==> src/hw/rej_pkg.sv <==
`default_nettype none

package rej_pkg;

  // Coefficient ring for ML-DSA
  localparam int unsigned REJ_COEFF_W = 24;
  localparam logic [REJ_COEFF_W-1:0] DILITHIUM_Q = 24'd8380417;

  // Candidate nibble and reduced residue widths
  localparam int unsigned REJ_SAMPLE_W = 4;
  localparam int unsigned REJ_BUFFER_W = 3;
  // Wide enough for a buffer depth up to 31
  localparam int unsigned REJ_COUNT_W = 5;

  // Candidate that never produces a sample for eta 2
  localparam logic [REJ_SAMPLE_W-1:0] REJ_VALUE = 4'd15;

  localparam int unsigned APB_ADDR_W = 8;
  localparam int unsigned APB_DATA_W = 32;

  // Register map, coefficient words follow COEFF0 at 4 byte steps
  localparam logic [APB_ADDR_W-1:0] REG_CTRL    = 8'h00;
  localparam logic [APB_ADDR_W-1:0] REG_STATUS  = 8'h04;
  localparam logic [APB_ADDR_W-1:0] REG_DATA_IN = 8'h08;
  localparam logic [APB_ADDR_W-1:0] REG_COEFF0  = 8'h0C;

  // Master side of the APB link
  typedef struct packed {
    logic                  psel;
    logic                  penable;
    logic                  pwrite;
    logic [APB_ADDR_W-1:0] paddr;
    logic [APB_DATA_W-1:0] pwdata;
  } apb_req_t;

  // Slave response
  typedef struct packed {
    logic [APB_DATA_W-1:0] prdata;
    logic                  pready;
    logic                  pslverr;
  } apb_rsp_t;

  // Sampler state seen by the host, out_valid lands in STATUS bit 6
  typedef struct packed {
    logic                   out_valid;
    logic                   hold;
    logic [REJ_COUNT_W-1:0] count;
  } rej_status_t;

endpackage

`default_nettype wire
==> src/hw/rej_sampler_top.sv <==
`timescale 1ns/1ps
`default_nettype none

module rej_sampler_top
  import rej_pkg::*;
#(
  parameter int REJ_NUM_SAMPLERS = 8,
  parameter int REJ_VLD_SAMPLES  = 4,
  parameter int BUFFER_DEPTH     = 12
) (
  input  logic     clk,
  input  logic     rst_i,
  input  apb_req_t apb_req_i,
  output apb_rsp_t apb_rsp_o
);

  // Link between register block and sampler chain
  logic                                          word_valid;
  logic [REJ_NUM_SAMPLERS-1:0][REJ_SAMPLE_W-1:0] word;
  logic                                          data_hold;
  logic                                          pop;
  logic                                          zeroize;
  logic [REJ_VLD_SAMPLES-1:0][REJ_COEFF_W-1:0]   coeffs;
  rej_status_t                                   status;

  // Host registers
  rej_apb_slave #(
    .REJ_NUM_SAMPLERS(REJ_NUM_SAMPLERS),
    .REJ_VLD_SAMPLES (REJ_VLD_SAMPLES)
  ) rej_apb_slave_inst (
    .clk          (clk),
    .rst_i        (rst_i),
    .apb_req_i    (apb_req_i),
    .apb_rsp_o    (apb_rsp_o),
    .word_valid_o (word_valid),
    .word_o       (word),
    .hold_i       (data_hold),
    .pop_o        (pop),
    .coeff_i      (coeffs),
    .status_i     (status),
    .zeroize_o    (zeroize)
  );

  // Filter, buffer and coefficient mapping
  // Group valid reaches the slave inside the status struct
  rej_bounded_ctrl #(
    .REJ_NUM_SAMPLERS(REJ_NUM_SAMPLERS),
    .REJ_VLD_SAMPLES (REJ_VLD_SAMPLES),
    .BUFFER_DEPTH    (BUFFER_DEPTH)
  ) rej_bounded_ctrl_inst (
    .clk          (clk),
    .rst_i        (rst_i),
    .zeroize_i    (zeroize),
    .data_valid_i (word_valid),
    .data_hold_o  (data_hold),
    .data_i       (word),
    .data_ready_i (pop),
    .data_valid_o (),
    .data_o       (coeffs),
    .status_o     (status)
  );

endmodule

`default_nettype wire

==> src/hw/rej_apb_slave.sv <==
`timescale 1ns/1ps
`default_nettype none

module rej_apb_slave
  import rej_pkg::*;
#(
  parameter int REJ_NUM_SAMPLERS = 8,
  parameter int REJ_VLD_SAMPLES  = 4
) (
  input  logic                                          clk,
  input  logic                                          rst_i,
  input  apb_req_t                                      apb_req_i,
  output apb_rsp_t                                      apb_rsp_o,
  output logic                                          word_valid_o,
  output logic [REJ_NUM_SAMPLERS-1:0][REJ_SAMPLE_W-1:0] word_o,
  input  logic                                          hold_i,
  output logic                                          pop_o,
  input  logic [REJ_VLD_SAMPLES-1:0][REJ_COEFF_W-1:0]   coeff_i,
  input  rej_status_t                                   status_i,
  output logic                                          zeroize_o
);

  // Reading the last coefficient word releases the group
  localparam logic [APB_ADDR_W-1:0] REG_LAST =
    REG_COEFF0 + APB_ADDR_W'(4 * (REJ_VLD_SAMPLES - 1));

  logic                  access;
  logic                  wr_access;
  logic                  rd_access;
  logic                  addr_err;
  logic                  sel_data_in;
  logic                  stall;
  logic                  zeroize_q;
  logic [APB_DATA_W-1:0] rd_data;

  // Access phase of the current transfer
  assign access    = apb_req_i.psel && apb_req_i.penable;
  assign wr_access = access && apb_req_i.pwrite;
  assign rd_access = access && !apb_req_i.pwrite;

  assign addr_err    = apb_req_i.paddr > REG_LAST;
  assign sel_data_in = apb_req_i.paddr == REG_DATA_IN;

  // DATA_IN write waits out the hold
  assign stall        = wr_access && sel_data_in && hold_i;
  assign word_valid_o = wr_access && sel_data_in && !hold_i;
  assign word_o       = apb_req_i.pwdata[REJ_NUM_SAMPLERS*REJ_SAMPLE_W-1:0];

  // Pop on the completing read of the last coefficient
  assign pop_o = rd_access && (apb_req_i.paddr == REG_LAST) && status_i.out_valid;

  // Read mux, coefficients read as zero until a group is ready
  always_comb begin
    rd_data = '0;
    if (rd_access && !addr_err) begin
      if (apb_req_i.paddr == REG_STATUS) begin
        rd_data = APB_DATA_W'(status_i);
      end
      for (int k = 0; k < REJ_VLD_SAMPLES; k++) begin
        if (status_i.out_valid &&
            apb_req_i.paddr == REG_COEFF0 + APB_ADDR_W'(4 * k)) begin
          rd_data = APB_DATA_W'(coeff_i[k]);
        end
      end
    end
  end

  // CTRL bit 0 is self clearing, one cycle pulse after the write
  always_ff @(posedge clk) begin
    if (rst_i) begin
      zeroize_q <= 1'b0;
    end else begin
      zeroize_q <= wr_access && (apb_req_i.paddr == REG_CTRL) && apb_req_i.pwdata[0];
    end
  end

  assign zeroize_o = zeroize_q;

  always_comb begin
    apb_rsp_o.prdata  = rd_data;
    apb_rsp_o.pready  = access && !stall;
    apb_rsp_o.pslverr = access && addr_err;
  end

  // Ready only in an access phase that a setup cycle led into
  a_ready_in_access: assert property (@(posedge clk) disable iff (rst_i)
    apb_rsp_o.pready |-> access && $past(apb_req_i.psel))
  else $error("pready outside an APB access phase");

  // Master keeps a stalled DATA_IN write on the bus
  a_stall_held: assert property (@(posedge clk) disable iff (rst_i)
    stall |=> wr_access && sel_data_in)
  else $error("stalled DATA_IN write dropped by master");

endmodule

`default_nettype wire

==> src/hw/rej_bounded_ctrl.sv <==
`timescale 1ns/1ps
`default_nettype none

module rej_bounded_ctrl
  import rej_pkg::*;
#(
  parameter int REJ_NUM_SAMPLERS = 8,
  parameter int REJ_VLD_SAMPLES  = 4,
  parameter int BUFFER_DEPTH     = 12
) (
  input  logic                                          clk,
  input  logic                                          rst_i,
  input  logic                                          zeroize_i,
  input  logic                                          data_valid_i,
  output logic                                          data_hold_o,
  input  logic [REJ_NUM_SAMPLERS-1:0][REJ_SAMPLE_W-1:0] data_i,
  input  logic                                          data_ready_i,
  output logic                                          data_valid_o,
  output logic [REJ_VLD_SAMPLES-1:0][REJ_COEFF_W-1:0]   data_o,
  output rej_status_t                                   status_o
);

  logic [REJ_NUM_SAMPLERS-1:0]                   lane_valid;
  logic [REJ_NUM_SAMPLERS-1:0][REJ_BUFFER_W-1:0] lane_residue;
  logic [REJ_VLD_SAMPLES-1:0][REJ_BUFFER_W-1:0]  group_residue;
  logic                                          group_valid;
  logic                                          buffer_full;
  logic [REJ_COUNT_W-1:0]                        buffer_count;

  // Reject and reduce every lane of the word at once
  rej_bounded_filter #(
    .REJ_NUM_SAMPLERS(REJ_NUM_SAMPLERS)
  ) rej_bounded_filter_inst (
    .valid_i (data_valid_i),
    .data_i  (data_i),
    .valid_o (lane_valid),
    .data_o  (lane_residue)
  );

  // Compact accepted residues and hand out groups
  abr_sample_buffer #(
    .NUM_WR (REJ_NUM_SAMPLERS),
    .NUM_RD (REJ_VLD_SAMPLES),
    .DEPTH  (BUFFER_DEPTH)
  ) abr_sample_buffer_inst (
    .clk           (clk),
    .rst_i         (rst_i),
    .zeroize_i     (zeroize_i),
    .data_valid_i  (lane_valid),
    .data_i        (lane_residue),
    .data_ready_i  (data_ready_i),
    .buffer_full_o (buffer_full),
    .data_valid_o  (group_valid),
    .count_o       (buffer_count),
    .data_o        (group_residue)
  );

  // Back-pressure straight from the registered fill level
  assign data_hold_o  = buffer_full;
  assign data_valid_o = group_valid;

  // Coefficient is 2 - r taken mod q
  always_comb begin
    for (int k = 0; k < REJ_VLD_SAMPLES; k++) begin
      unique case (group_residue[k])
        3'd0:    data_o[k] = REJ_COEFF_W'(2);
        3'd1:    data_o[k] = REJ_COEFF_W'(1);
        3'd2:    data_o[k] = '0;
        3'd3:    data_o[k] = DILITHIUM_Q - REJ_COEFF_W'(1);
        3'd4:    data_o[k] = DILITHIUM_Q - REJ_COEFF_W'(2);
        default: data_o[k] = '0;
      endcase
    end
  end

  assign status_o.out_valid = group_valid;
  assign status_o.hold      = buffer_full;
  assign status_o.count     = buffer_count;

endmodule

`default_nettype wire

==> src/hw/abr_sample_buffer.sv <==
`timescale 1ns/1ps
`default_nettype none

module abr_sample_buffer
  import rej_pkg::*;
#(
  parameter int NUM_WR = 8,
  parameter int NUM_RD = 4,
  parameter int DEPTH  = 12
) (
  input  logic                                clk,
  input  logic                                rst_i,
  input  logic                                zeroize_i,
  input  logic [NUM_WR-1:0]                   data_valid_i,
  input  logic [NUM_WR-1:0][REJ_BUFFER_W-1:0] data_i,
  input  logic                                data_ready_i,
  output logic                                buffer_full_o,
  output logic                                data_valid_o,
  output logic [REJ_COUNT_W-1:0]              count_o,
  output logic [NUM_RD-1:0][REJ_BUFFER_W-1:0] data_o
);

  // Entry 0 is the oldest sample
  logic [DEPTH-1:0][REJ_BUFFER_W-1:0] buf_q;
  logic [DEPTH-1:0][REJ_BUFFER_W-1:0] buf_d;
  logic [DEPTH-1:0][REJ_BUFFER_W-1:0] shifted;
  logic [REJ_COUNT_W-1:0]             count_q;
  logic [REJ_COUNT_W-1:0]             wr_ptr;

  // Next contents, pop first then pack the new lanes behind
  always_comb begin
    shifted = buf_q;
    wr_ptr  = count_q;
    if (data_ready_i) begin
      // Drop the oldest group and move the rest to the front
      shifted = '0;
      for (int j = 0; j < DEPTH - NUM_RD; j++) begin
        shifted[j] = buf_q[j+NUM_RD];
      end
      wr_ptr = count_q - REJ_COUNT_W'(NUM_RD);
    end
    buf_d = shifted;
    // Running pointer acts as the prefix count of valid lanes
    for (int lane = 0; lane < NUM_WR; lane++) begin
      if (data_valid_i[lane]) begin
        for (int j = 0; j < DEPTH; j++) begin
          if (wr_ptr == REJ_COUNT_W'(j)) begin
            buf_d[j] = data_i[lane];
          end
        end
        wr_ptr = wr_ptr + 1'b1;
      end
    end
  end

  // Fill level
  always_ff @(posedge clk) begin
    if (rst_i || zeroize_i) begin
      count_q <= '0;
    end else begin
      count_q <= wr_ptr;
    end
  end

  // Sample storage, wiped on zeroize
  always_ff @(posedge clk) begin
    if (zeroize_i) begin
      buf_q <= '0;
    end else begin
      buf_q <= buf_d;
    end
  end

  // Full means a whole word of lanes might not fit
  assign buffer_full_o = count_q > REJ_COUNT_W'(DEPTH - NUM_WR);
  assign data_valid_o  = count_q >= REJ_COUNT_W'(NUM_RD);
  assign count_o       = count_q;
  assign data_o        = buf_q[NUM_RD-1:0];

  // Overflow guard
  a_count_bound: assert property (@(posedge clk) disable iff (rst_i)
    count_q <= REJ_COUNT_W'(DEPTH))
  else $error("sample buffer count %0d above depth", count_q);

  // Upstream must honor hold
  a_no_push_full: assert property (@(posedge clk) disable iff (rst_i)
    buffer_full_o |-> !(|data_valid_i))
  else $error("sample buffer push while full");

  // Pop only when a full group is waiting
  a_no_pop_empty: assert property (@(posedge clk) disable iff (rst_i)
    data_ready_i |-> data_valid_o)
  else $error("sample buffer pop without a group");

endmodule

`default_nettype wire

==> src/hw/rej_bounded_filter.sv <==
`timescale 1ns/1ps
`default_nettype none

module rej_bounded_filter
  import rej_pkg::*;
#(
  parameter int REJ_NUM_SAMPLERS = 8
) (
  input  logic                                          valid_i,
  input  logic [REJ_NUM_SAMPLERS-1:0][REJ_SAMPLE_W-1:0] data_i,
  output logic [REJ_NUM_SAMPLERS-1:0]                   valid_o,
  output logic [REJ_NUM_SAMPLERS-1:0][REJ_BUFFER_W-1:0] data_o
);

  // Residue of each accepted candidate modulo 5
  localparam logic [REJ_BUFFER_W-1:0] MOD5_LUT [15] = '{
    3'd0, 3'd1, 3'd2, 3'd3, 3'd4,
    3'd0, 3'd1, 3'd2, 3'd3, 3'd4,
    3'd0, 3'd1, 3'd2, 3'd3, 3'd4
  };

  // Lanes are independent and hold no state
  always_comb begin
    for (int lane = 0; lane < REJ_NUM_SAMPLERS; lane++) begin
      // Rejected lanes drop their valid bit
      valid_o[lane] = valid_i && (data_i[lane] != REJ_VALUE);
      // Table covers 0 to 14 only
      if (data_i[lane] != REJ_VALUE) begin
        data_o[lane] = MOD5_LUT[data_i[lane]];
      end else begin
        data_o[lane] = '0;
      end
    end
  end

endmodule

`default_nettype wire

==> config.mk <==
export PLATFORM = sky130hd
export DESIGN_NAME = rej_sampler_top
export DESIGN_NICKNAME = d
export VERILOG_FILES = /design/src/hw/rej_pkg.sv /design/src/hw/rej_sampler_top.sv /design/src/hw/rej_apb_slave.sv /design/src/hw/rej_bounded_ctrl.sv /design/src/hw/abr_sample_buffer.sv /design/src/hw/rej_bounded_filter.sv
export SDC_FILE = /design/constraint.sdc
export NUM_CORES = 1
export LEC_CHECK = 0
export BUFFER_PORTS_ARGS = -buffer_cell sky130_fd_sc_hd__clkbuf_2
export CAP_MARGIN = 15
export CELL_PAD_IN_SITES_DETAIL_PLACEMENT = 0
export CELL_PAD_IN_SITES_GLOBAL_PLACEMENT = 2
export CORE_MARGIN = 4
export CORE_UTILIZATION = 35
export DETAILED_ROUTE_END_ITERATION = 16
export PLACE_DENSITY_LB_ADDON = 0.1
export SYNTH_ARGS = -nofsm -noshare
export SYNTH_HDL_FRONTEND = slang
export SYNTH_HIERARCHICAL = 1
export SYNTH_SLANG_ARGS = --single-unit
==> constraint.sdc <==
create_clock -name clk -period 9.8 [get_ports clk]
set_input_delay 1.96 -clock clk [delete_from_list [all_inputs] [get_ports clk]]
set_output_delay 1.96 -clock clk [all_outputs]
set_load 0.02 [all_outputs]
* After elaboration in Yosys (flattened, before gate mapping)
Memory sizes are Yosys's and may differ from the RTL's.
Index checks and enable logic that the tools add are counted.
** Operators by class
- Add/sub/neg operators :: 9
- Magnitude comparators :: 11
- Equality and inequality tests :: 114
- Mux-type cells :: 148
- Bitwise operators :: 8
- Reduce and logical (&&, ||, !) cells :: 43
** Operators by type and width (count)
- $pmux 23 s4 :: 4
- $mux 3 :: 120
- $mux 36 :: 9
- $eq 5x3->1 const B :: 32
- $eq 5x4->1 const B :: 32
- $mux 24 :: 4
- $eq 5x2->1 const B :: 16
- $mux 5 :: 9
- $add 5x1->5 const B :: 8
- $eq 5x1->1 const B :: 8
- $ge 5x5->1 const B :: 8
- $logic_not 5->1 :: 8
- $not 4->5 :: 8
- $mux 32 :: 1
- $ne 4x4->1 const B :: 8
- $logic_and 1x1->1 :: 25
- $eq 8x5->1 const B :: 3
- $eq 8x4->1 const B :: 2
- $eq 3x1->1 const B :: 4
- $eq 3x2->1 const B :: 4
- $eq 3x3->1 const B :: 4
- $logic_not 3->1 :: 4
- $eq 8x3->1 const B :: 1
- $gt 8x5->1 const B :: 1
- other kinds (7) :: 10
** Word-level totals
- Register bits after elaboration :: 42
- Memory bits (read-only) :: 384
- Input port bits :: 45
- Output and inout bits :: 34
- Word-level logic and storage cells :: 355
- Memories :: 8
** Memory list
- (no name shown) :: words 16, width 3, rd ports 1, clocked after Yosys merged registers in 0, wr ports 0, line rej_bounded_filter.sv:29 : data_o[lane] = MOD5_LUT[data_i[lane]];
- (no name shown) :: words 16, width 3, rd ports 1, clocked after Yosys merged registers in 0, wr ports 0, line rej_bounded_filter.sv:29
- (no name shown) :: words 16, width 3, rd ports 1, clocked after Yosys merged registers in 0, wr ports 0, line rej_bounded_filter.sv:29
- (no name shown) :: words 16, width 3, rd ports 1, clocked after Yosys merged registers in 0, wr ports 0, line rej_bounded_filter.sv:29
- (no name shown) :: words 16, width 3, rd ports 1, clocked after Yosys merged registers in 0, wr ports 0, line rej_bounded_filter.sv:29
- (no name shown) :: words 16, width 3, rd ports 1, clocked after Yosys merged registers in 0, wr ports 0, line rej_bounded_filter.sv:29
- 2 more memories

* Longest topological paths before layout
Gate-level depths: netlist of the first run.
- Word-level depth :: 22
- Depth in mapped cells :: 39
- Gate-level depth less buffers :: 36

* Modules after synthesis
The synthesis of the first run kept the hierarchy.
** By module, submodules not included
- abr_sample_buffer :: instances 1, cells each 1003, area each 7544.7 um^2, sequential area each 820.8 um^2
- rej_apb_slave :: instances 1, cells each 253, area each 1936.9 um^2, sequential area each 20.0 um^2
- rej_bounded_filter :: instances 1, cells each 178, area each 1291.2 um^2, sequential area each 0.0 um^2
- rej_bounded_ctrl :: instances 1, cells each 106, area each 752.0 um^2, sequential area each 0.0 um^2

* Least setup slack after synthesis of the first run
Ideal clock, no wire load.
- Kind :: input to register
- From :: in apb_req_i[34] (netlist bit)
- To :: reg rej_bounded_ctrl_inst/abr_sample_buffer_inst/buf_q[35] (netlist bit)
- Setup time :: 0.091 ns
- Arrival :: 8.964 ns
- Data required time :: 9.709 ns
- Path slack :: 0.745 ns
- Stages :: 35
- Buffers on the path :: 3
- Path through :: buf_2 > or4b_1 > nor4_1 > inv_1 > a31oi_1 > buf_4 > mux2_2 > ha_1 > nand2b_1 > o21ai_0 > inv_1 > ha_1 > nand2_1 > o21ai_0 > ha_1 > nor2_1 > or2_2 > inv_1 > ha_1 > nand2_1 > o31ai_1 > ha_1 > mux2i_1 > inv_1 > ha_1 > a21oi_1 > inv_1 > ha_1 > and2_1 > buf_1 > and3_1 > o31a_1 > a211oi_4 > nor2_1 > a311oi_1
** On the way
- Elaborated cells between the ends (all ways) :: 54
- Those cells by class :: 7 x add/sub; 10 x eq/ne; 25 x mux; 12 x reduce/logical
** RTL lines
- from (decl) :: line rej_sampler_top.sv:13 : input apb_req_t apb_req_i,
- $eq 8x4->1 (*) :: line rej_apb_slave.sv:42 : assign sel_data_in = apb_req_i.paddr == REG_DATA_IN;
- $logic_and 1x1->1 (*) (2 in a row) :: line rej_apb_slave.sv:46 : assign word_valid_o = wr_access && sel_data_in && !hold_i;
- net word_valid :: line rej_sampler_top.sv:18 : logic word_valid;
- $logic_and 1x1->1 (*) :: line rej_bounded_filter.sv:26 : valid_o[lane] = valid_i && (data_i[lane] != REJ_VALUE);
- net rej_bounded_ctrl_inst.lane_valid[0] :: line rej_bounded_ctrl.sv:23 : logic [REJ_NUM_SAMPLERS-1:0] lane_valid;
- $mux 5 :: line abr_sample_buffer.sv:45 : if (data_valid_i[lane]) begin
- $add 5x1->5 / $eq 5x4->1 (equally long branches) :: line abr_sample_buffer.sv:51, abr_sample_buffer.sv:47
- $mux 5 / $mux 3 (equally long branches) :: line abr_sample_buffer.sv:45, abr_sample_buffer.sv:47
- [... 5 more ...]
- $mux 5 / $mux 3 (equally long branches) :: line abr_sample_buffer.sv:45, abr_sample_buffer.sv:47
- $add 5x1->5, or another cell as far along :: line abr_sample_buffer.sv:51 : wr_ptr = wr_ptr + 1'b1;
- $mux 5 / $mux 3 (equally long branches) :: line abr_sample_buffer.sv:45, abr_sample_buffer.sv:47
- $add 5x1->5, or another cell as far along :: line abr_sample_buffer.sv:51
- $mux 5 / $mux 3 (equally long branches) :: line abr_sample_buffer.sv:45, abr_sample_buffer.sv:47
- $eq 5x4->1 / $mux 36 (equally long branches) :: line abr_sample_buffer.sv:47, abr_sample_buffer.sv:45
- $mux 3 :: line abr_sample_buffer.sv:47 : if (wr_ptr == REJ_COUNT_W'(j)) begin
- $mux 36 (*) :: line abr_sample_buffer.sv:45
- to (signal assigned) :: line abr_sample_buffer.sv:70 : buf_q <= buf_d;
- to (decl) :: line abr_sample_buffer.sv:24 : logic [DEPTH-1:0][REJ_BUFFER_W-1:0] buf_q;
Mark *: on every way through the listed nets, which the timed path passes. The rest lies on a longest branch.
A chain may end at the register's enable or synchronous reset.

* Worst setup path in the final report of the first run
- From :: in apb_req_i[33] (netlist bit)
- To :: reg rej_bounded_ctrl_inst/abr_sample_buffer_inst/buf_q[25] (netlist bit)
Same word-level chain as after synthesis.

==> results of run 1 <==
==> kinds of logic after synthesis <==
logic type	Yosys count
multiplexers	106
adder cells (fa/ha/maj)	66
AND/OR/NAND/NOR	557
XOR/XNOR	45
buffers and inverters	335
other	2
AO/OA/AOI/OAI	387
flip-flops	42
==> worst paths after layout <==
path	startpoint	end	slack [ns]
worst max-delay path	apb_req_i[33]	flip-flop	0.60
worst min-delay path	rej_apb_slave_inst/zeroize_o	flip-flop	0.77
worst max register to register	flip-flop	flip-flop	1.87
worst min register to register	rej_apb_slave_inst/zeroize_o	flip-flop	0.77
==> layout by cell type, fill, tap and decap left out, types with 25 or more instances in the layout <==
| cell type | synthesis | routed |
|---|---|---|
| o21ai_0 | 28 | 27 |
| mux2i_1 | 25 | 25 |
| nor2_1 | 110 | 110 |
| dfxtp_1 | 42 | 42 |
| and4b_1 | 36 | 36 |
| o31ai_1 | 31 | 31 |
| nor2b_1 | 34 | 34 |
| o211ai_1 | 65 | 65 |
| buf_4 | 137 | 49 |
| inv_1 | 87 | 87 |
| mux2_2 | 77 | 77 |
| nand3_1 | 59 | 59 |
| a21oi_1 | 51 | 50 |
| ha_1 | 66 | 66 |
| nand4_1 | 54 | 54 |
| clkbuf_2 | 2 | 70 |
| nand2_1 | 82 | 82 |
| a211oi_1 | 41 | 41 |
==> area by class of cell <==
| class | count | area, sq um | share of cell area, % |
|---|---|---|---|
| clock inverters | 3 | 68.8 | 0.596 |
| inverters | 89 | 334 | 2.89 |
| flip-flops and latches | 42 | 841 | 7.28 |
| repair buffers | 119 | 718 | 6.22 |
| multi-input cells | 1173 | 8910 | 77.2 |
| clock buffers | 5 | 125 | 1.08 |
| well taps | 442 | 553 | 4.79 |
==> metal layers <==
metal  track usage, %  up-vias
met2             36.3      282
li1                 -     5425
met3             2.49       36
met1             31.5     5266
met4             4.09        0
met5                0        -
==> state kept, by name, summed over array words and instances, names as in the netlist <==
name,flops
rej_bounded_ctrl_inst/abr_sample_buffer_inst/buf_q,24
rej_bounded_ctrl_inst/abr_sample_buffer_inst/data_o,12
rej_apb_slave_inst/zeroize_o,1
rej_bounded_ctrl_inst/abr_sample_buffer_inst/count_o,5
==> tightest hold or removal path: cells and delay by family, from the launching register on <==
family,cells,cell delay [ns]
DFF,1,0.32
buffers and inverters,1,0.33
AOI/OAI and AO/OA,1,0.07
==> metrics by stage <==
stage	utilization, %	std cells	area [sq um]	setup slack, ns	hold WS (ns)
2_1_floorplan	-	1550	11600	0.745	0.634
3_3_place_gp	34.8	1865	11300	0.253	0.759
3_5_place_dp	34.8	1865	11300	0.112	0.734
4_1_cts	35.4	1873	11500	0.376	0.753
5_1_grt	35.5	1873	11600	0.00718	0.791
6_report	35.5	1873	11600	0.602	0.774
==> power breakdown <==
group	leakage [uW]	internal [uW]	switching [uW]
Sequential	0.000339	173	2.24
Clock	0.0000940	146	66.2
Combinational	0.00407	47.4	104
Total	0.00450	366	173
==> impl_metrics.yaml, run 1 <==
outcome:
  status: "finished, final reports clean"
hold_path:
  hold_path_class: "flip-flop to flip-flop"
  min_path_cells: 2
pwr:
  power.density_mw_per_mm2: 46.6
  design_power_total_uw: 539
  leakage_uw: 0.00450
  peakVddDrop_uv: 82.8
drt:
  dr.first_iter.drc_count: 854
  viasPerCell: 5.88
  wl_met2_mm: 19.2
  wl_per_cell_um: 22.3
  wl_met1_mm: 19.7
  wirelength_mm: 41.8
  highest_layer: "met4"
  dr_wl_met3_mm: 2.09
  vias: 11009
  dr.pass1.iters: 5
  drc: 0
  ant_nets: 0
yosys:
  synth_top_family_by_area: "simple AND/OR/NAND/NOR gates"
  yosysTopAreaCellShare_pct: 8.92
  synth.most_common_cell: "buf_4"
  synth_edf_count: 0
  ys_types: 90
  synth-simple-area-share_pct: 27.8
  ys_warn_count: 6
  synth-compound-area-share_pct: 26.3
  ys_ff_latch: 42
  ys_async_sr_fraction_pct: 0
  syn_area_per_cell_sq_um: 7.48
  synth.cell_area_sq_mm: 0.0115
  synthesis.instances: 1540
  seq_area_frac_synth_pct: 7.30
  synth_top_area_cell: "buf_4"
  synth_flop_cell: "dfxtp_1"
  synth_area_leaders: "buf_4 8.9%, mux2_2 7.5%, dfxtp_1 7.3%, ha_1 7.2%, o211ai_1 4.2%"
  synthMuxAreaShare_pct: 10.3
  synth_xor_area_share_pct: 4.77
  yosys-top-cells-count: "137 x buf_4, 110 x nor2_1, 87 x inv_1"
  synth_fa_ha_area_share_pct: 7.17
critical_path:
  cp.required_ns: 9.96
  critPathArrivalTime_ns: 9.36
  critPathTopFamily: "simple AND/OR/NAND/NOR gates"
  cpMostUsedCell: "ha_1"
  cp_num_cells: 30
  worst-r2r-cell-count: 33
  worstSetupPathType: "primary input to flip-flop"
  cp_slowest_cell: "or4b_1"
  path_buf_inv: 5
  path_max_fanout: 8
  cpPeakStageDelay_ns: 0.56
  end_kind: "flip-flop"
  startpoint_type: "primary input"
placed_design:
  io_buffer_count: 70
  gp_congestion: 0.872
  dpl.hpwl_mm: 33.1
layout:
  syn_to_final_growth_pct: 0.260
  drive_above_1_share_pct: 19.6
  diodes: 0
  nFillCells: 3580
  nets: 1541
clocking:
  clock_latency_ns: 0.28
  cts_resized: 0
  cts_buffer_depth: 2
  clk_pin_slew_ns: 0.06
  htreeDepth: 2
  numCtsBuffers: 5
  cts.sinks: 42
  cts-root-buf: "clkbuf_16"
  cts_hold_buffers: 0
  postCtsSetupBuffers: 0
  cts_tree: "yes"
floorplan:
  dieWidth_um: 189
  dieHeight_um: 189
  core_sq_mm: 0.0325
  start_util_pct: 35.4
  num_rows: 66
  die-area_sq_mm: 0.0359
  boundaryPins: 79
timing:
  slew_violations: 0
  rsz0062_at_grt: "false"
  slew_headroom_pct: 28.2
  finClkSkew_ns: 0.00522
  max_freq_ghz: 0.109
  post-route-period-util_pct: 93.9
  hold_viol: 0
  worst_pin_slew_ns: 1.08
  tns_ns: 0
  setup-violations-final: 0
  period_needed_ns: 9.20
grt:
  grt.overflow.total: 0
  grt_pass1_vias: 10323
  grt_usage_pct: 22.1
  grt_max_degree: 64
  grt_first_pass_wirelength_mm: 63.1
  antenna_found_initial: 0
run:
  max_cap_viol_count: 0
Note: power is estimated with default switching activity, not from simulation.
==> inputs of run 2 (changes only) <==
REMOVE_ABC_BUFFERS = 1   (was unset)
==> impl_metrics.yaml, run 2 (synthesized netlist as in run 1, its figures left out) <==
hold_path:
  hold_path_class: "flip-flop to flip-flop"
  min_path_cells: 2
  hold_start: "rej_apb_slave_inst/zeroize_o"
placed_design:
  place_inst: 1862
  gp_congestion: 0.900
  io_buffer_count: 70
  dpl.hpwl_mm: 33.0
  dp_slack_ns: -0.000464
drt:
  wirelength_mm: 41.7
  wl_met1_mm: 19.9
  dr.pass1.iters: 7
  wl_met2_mm: 18.9
  wl_per_cell_um: 22.3
  ant_nets: 0
  vias: 11014
  dr.first_iter.drc_count: 793
  drc: 0
  highest_layer: "met4"
  viasPerCell: 5.89
  dr_wl_met3_mm: 2.20
grt:
  grt_pass1_vias: 10402
  grt.overflow.total: 0
  antenna_found_initial: 1
  grt_first_pass_wirelength_mm: 63.8
  grt_max_degree: 64
  grt_usage_pct: 22.5
timing:
  period_needed_ns: 9.19
  hold_ws_ns: 0.782
  worst_pin_slew_ns: 1.23
  setup_slack_ns: 0.612
  finClkSkew_ns: 0.0105
  tns_ns: 0
  slew_headroom_pct: 17.7
  max_freq_ghz: 0.109
  rsz0062_at_grt: "false"
  setup-violations-final: 0
  slew_violations: 0
  hold_viol: 0
  post-route-period-util_pct: 93.8
critical_path:
  cp_slowest_cell: "or4b_1"
  cpPeakStageDelay_ns: 0.58
  cp.required_ns: 9.97
  r2r_slack_ns: 1.84
  startpoint_type: "primary input"
  worstSetupPathType: "primary input to flip-flop"
  critPathArrivalTime_ns: 9.36
  end_kind: "flip-flop"
  path_max_fanout: 9
  cpMostUsedCell: "ha_1"
  worst-r2r-cell-count: 32
pwr:
  peakVddDrop_uv: 58.0
  leakage_uw: 0.00447
  power.density_mw_per_mm2: 42.7
clocking:
  cts_buffer_depth: 2
  cts_tree: "yes"
  cts.sinks: 42
  clk_pin_slew_ns: 0.07
  htreeDepth: 2
  numCtsBuffers: 5
  postCtsSetupBuffers: 0
  cts-root-buf: "clkbuf_16"
  cts_resized: 0
  cts_hold_buffers: 0
  clock_latency_ns: 0.29
layout:
  nets: 1538
  drive_above_1_share_pct: 19.5
  syn_to_final_growth_pct: -0.207
  diodes: 0
  fin_util_pct: 35.3
  final_cells: 1870
  largest_register_ffs: 24
  nFillCells: 3570
  regArea_sq_um: 841
  top_register: "rej_bounded_ctrl_inst/abr_sample_buffer_inst/buf_q"
  final_cell_mix: "110 x nor2_1, 87 x inv_1, 82 x nand2_1"
  multiInputGateArea_sq_mm: 0.00893
  mostFrequentLayoutCell: "nor2_1"
floorplan:
  num_rows: 66
  dieWidth_um: 189
  core_sq_mm: 0.0325
  start_util_pct: 35.4
  die-area_sq_mm: 0.0359
  boundaryPins: 79
  dieHeight_um: 189
outcome:
  status: "finished, final reports clean"
run:
  max_cap_viol_count: 0
==> run 2: layout make-up <==
| type | count | share of cell area (%) |
|---|---|---|
| Tap cell | 442 | 4.81 |
| Clock inverter | 3 | 0.207 |
| Multi-Input combinational cell | 1173 | 77.6 |
| Clock buffer | 5 | 1.09 |
| Sequential cell | 42 | 7.31 |
| Inverter | 89 | 2.90 |
| Timing Repair Buffer | 116 | 6.05 |
==> run 2: how the worst max path moves through the flow <==
stage / from / to / slack, ns / depth (start not counted)
2_1_floorplan: apb_req_i[34] / flip-flop / -2.66 / 13
3_3_place_gp: apb_req_i[33] / flip-flop / 0.19 / 34
3_5_place_dp: apb_req_i[33] / flip-flop / -0.0005 / 34
4_1_cts: apb_req_i[33] / flip-flop / 0.25 / 34
5_1_grt: apb_req_i[33] / flip-flop / 0.02 / 30
6_report: apb_req_i[33] / flip-flop / 0.61 / 30
==> run 2: worst max-delay path: cells and delay by family <==
kind	cells	cell delay (ns)
xor+xnor	2	0.72
simple gates	11	2.78
compound gates	6	1.32
buf+inv	5	0.57
fa+ha+maj	4	1.29
mux	2	0.68
==> run 2: metrics by stage <==
stage | total power, uW | instance area, sq um
floorplan | 254 | 10000
global placement | 325 | 11300
detailed placement | 326 | 11300
CTS | 493 | 11500
global route | 517 | 11500
finish | 491 | 11500
==> run 2: where the power goes <==
group / total [uW] / internal [uW] / switching (uW)
clock: 168 / 95.3 / 72.8
sequential: 175 / 172 / 2.51
combinational: 148 / 45.6 / 103
total: 491 / 313 / 178
==> run 2: routing by layer <==
layer	track usage, %	vias up
met5	0	-
met4	4.37	0
met3	3.04	34
met2	36.2	309
met1	32.3	5227
li1	-	5444
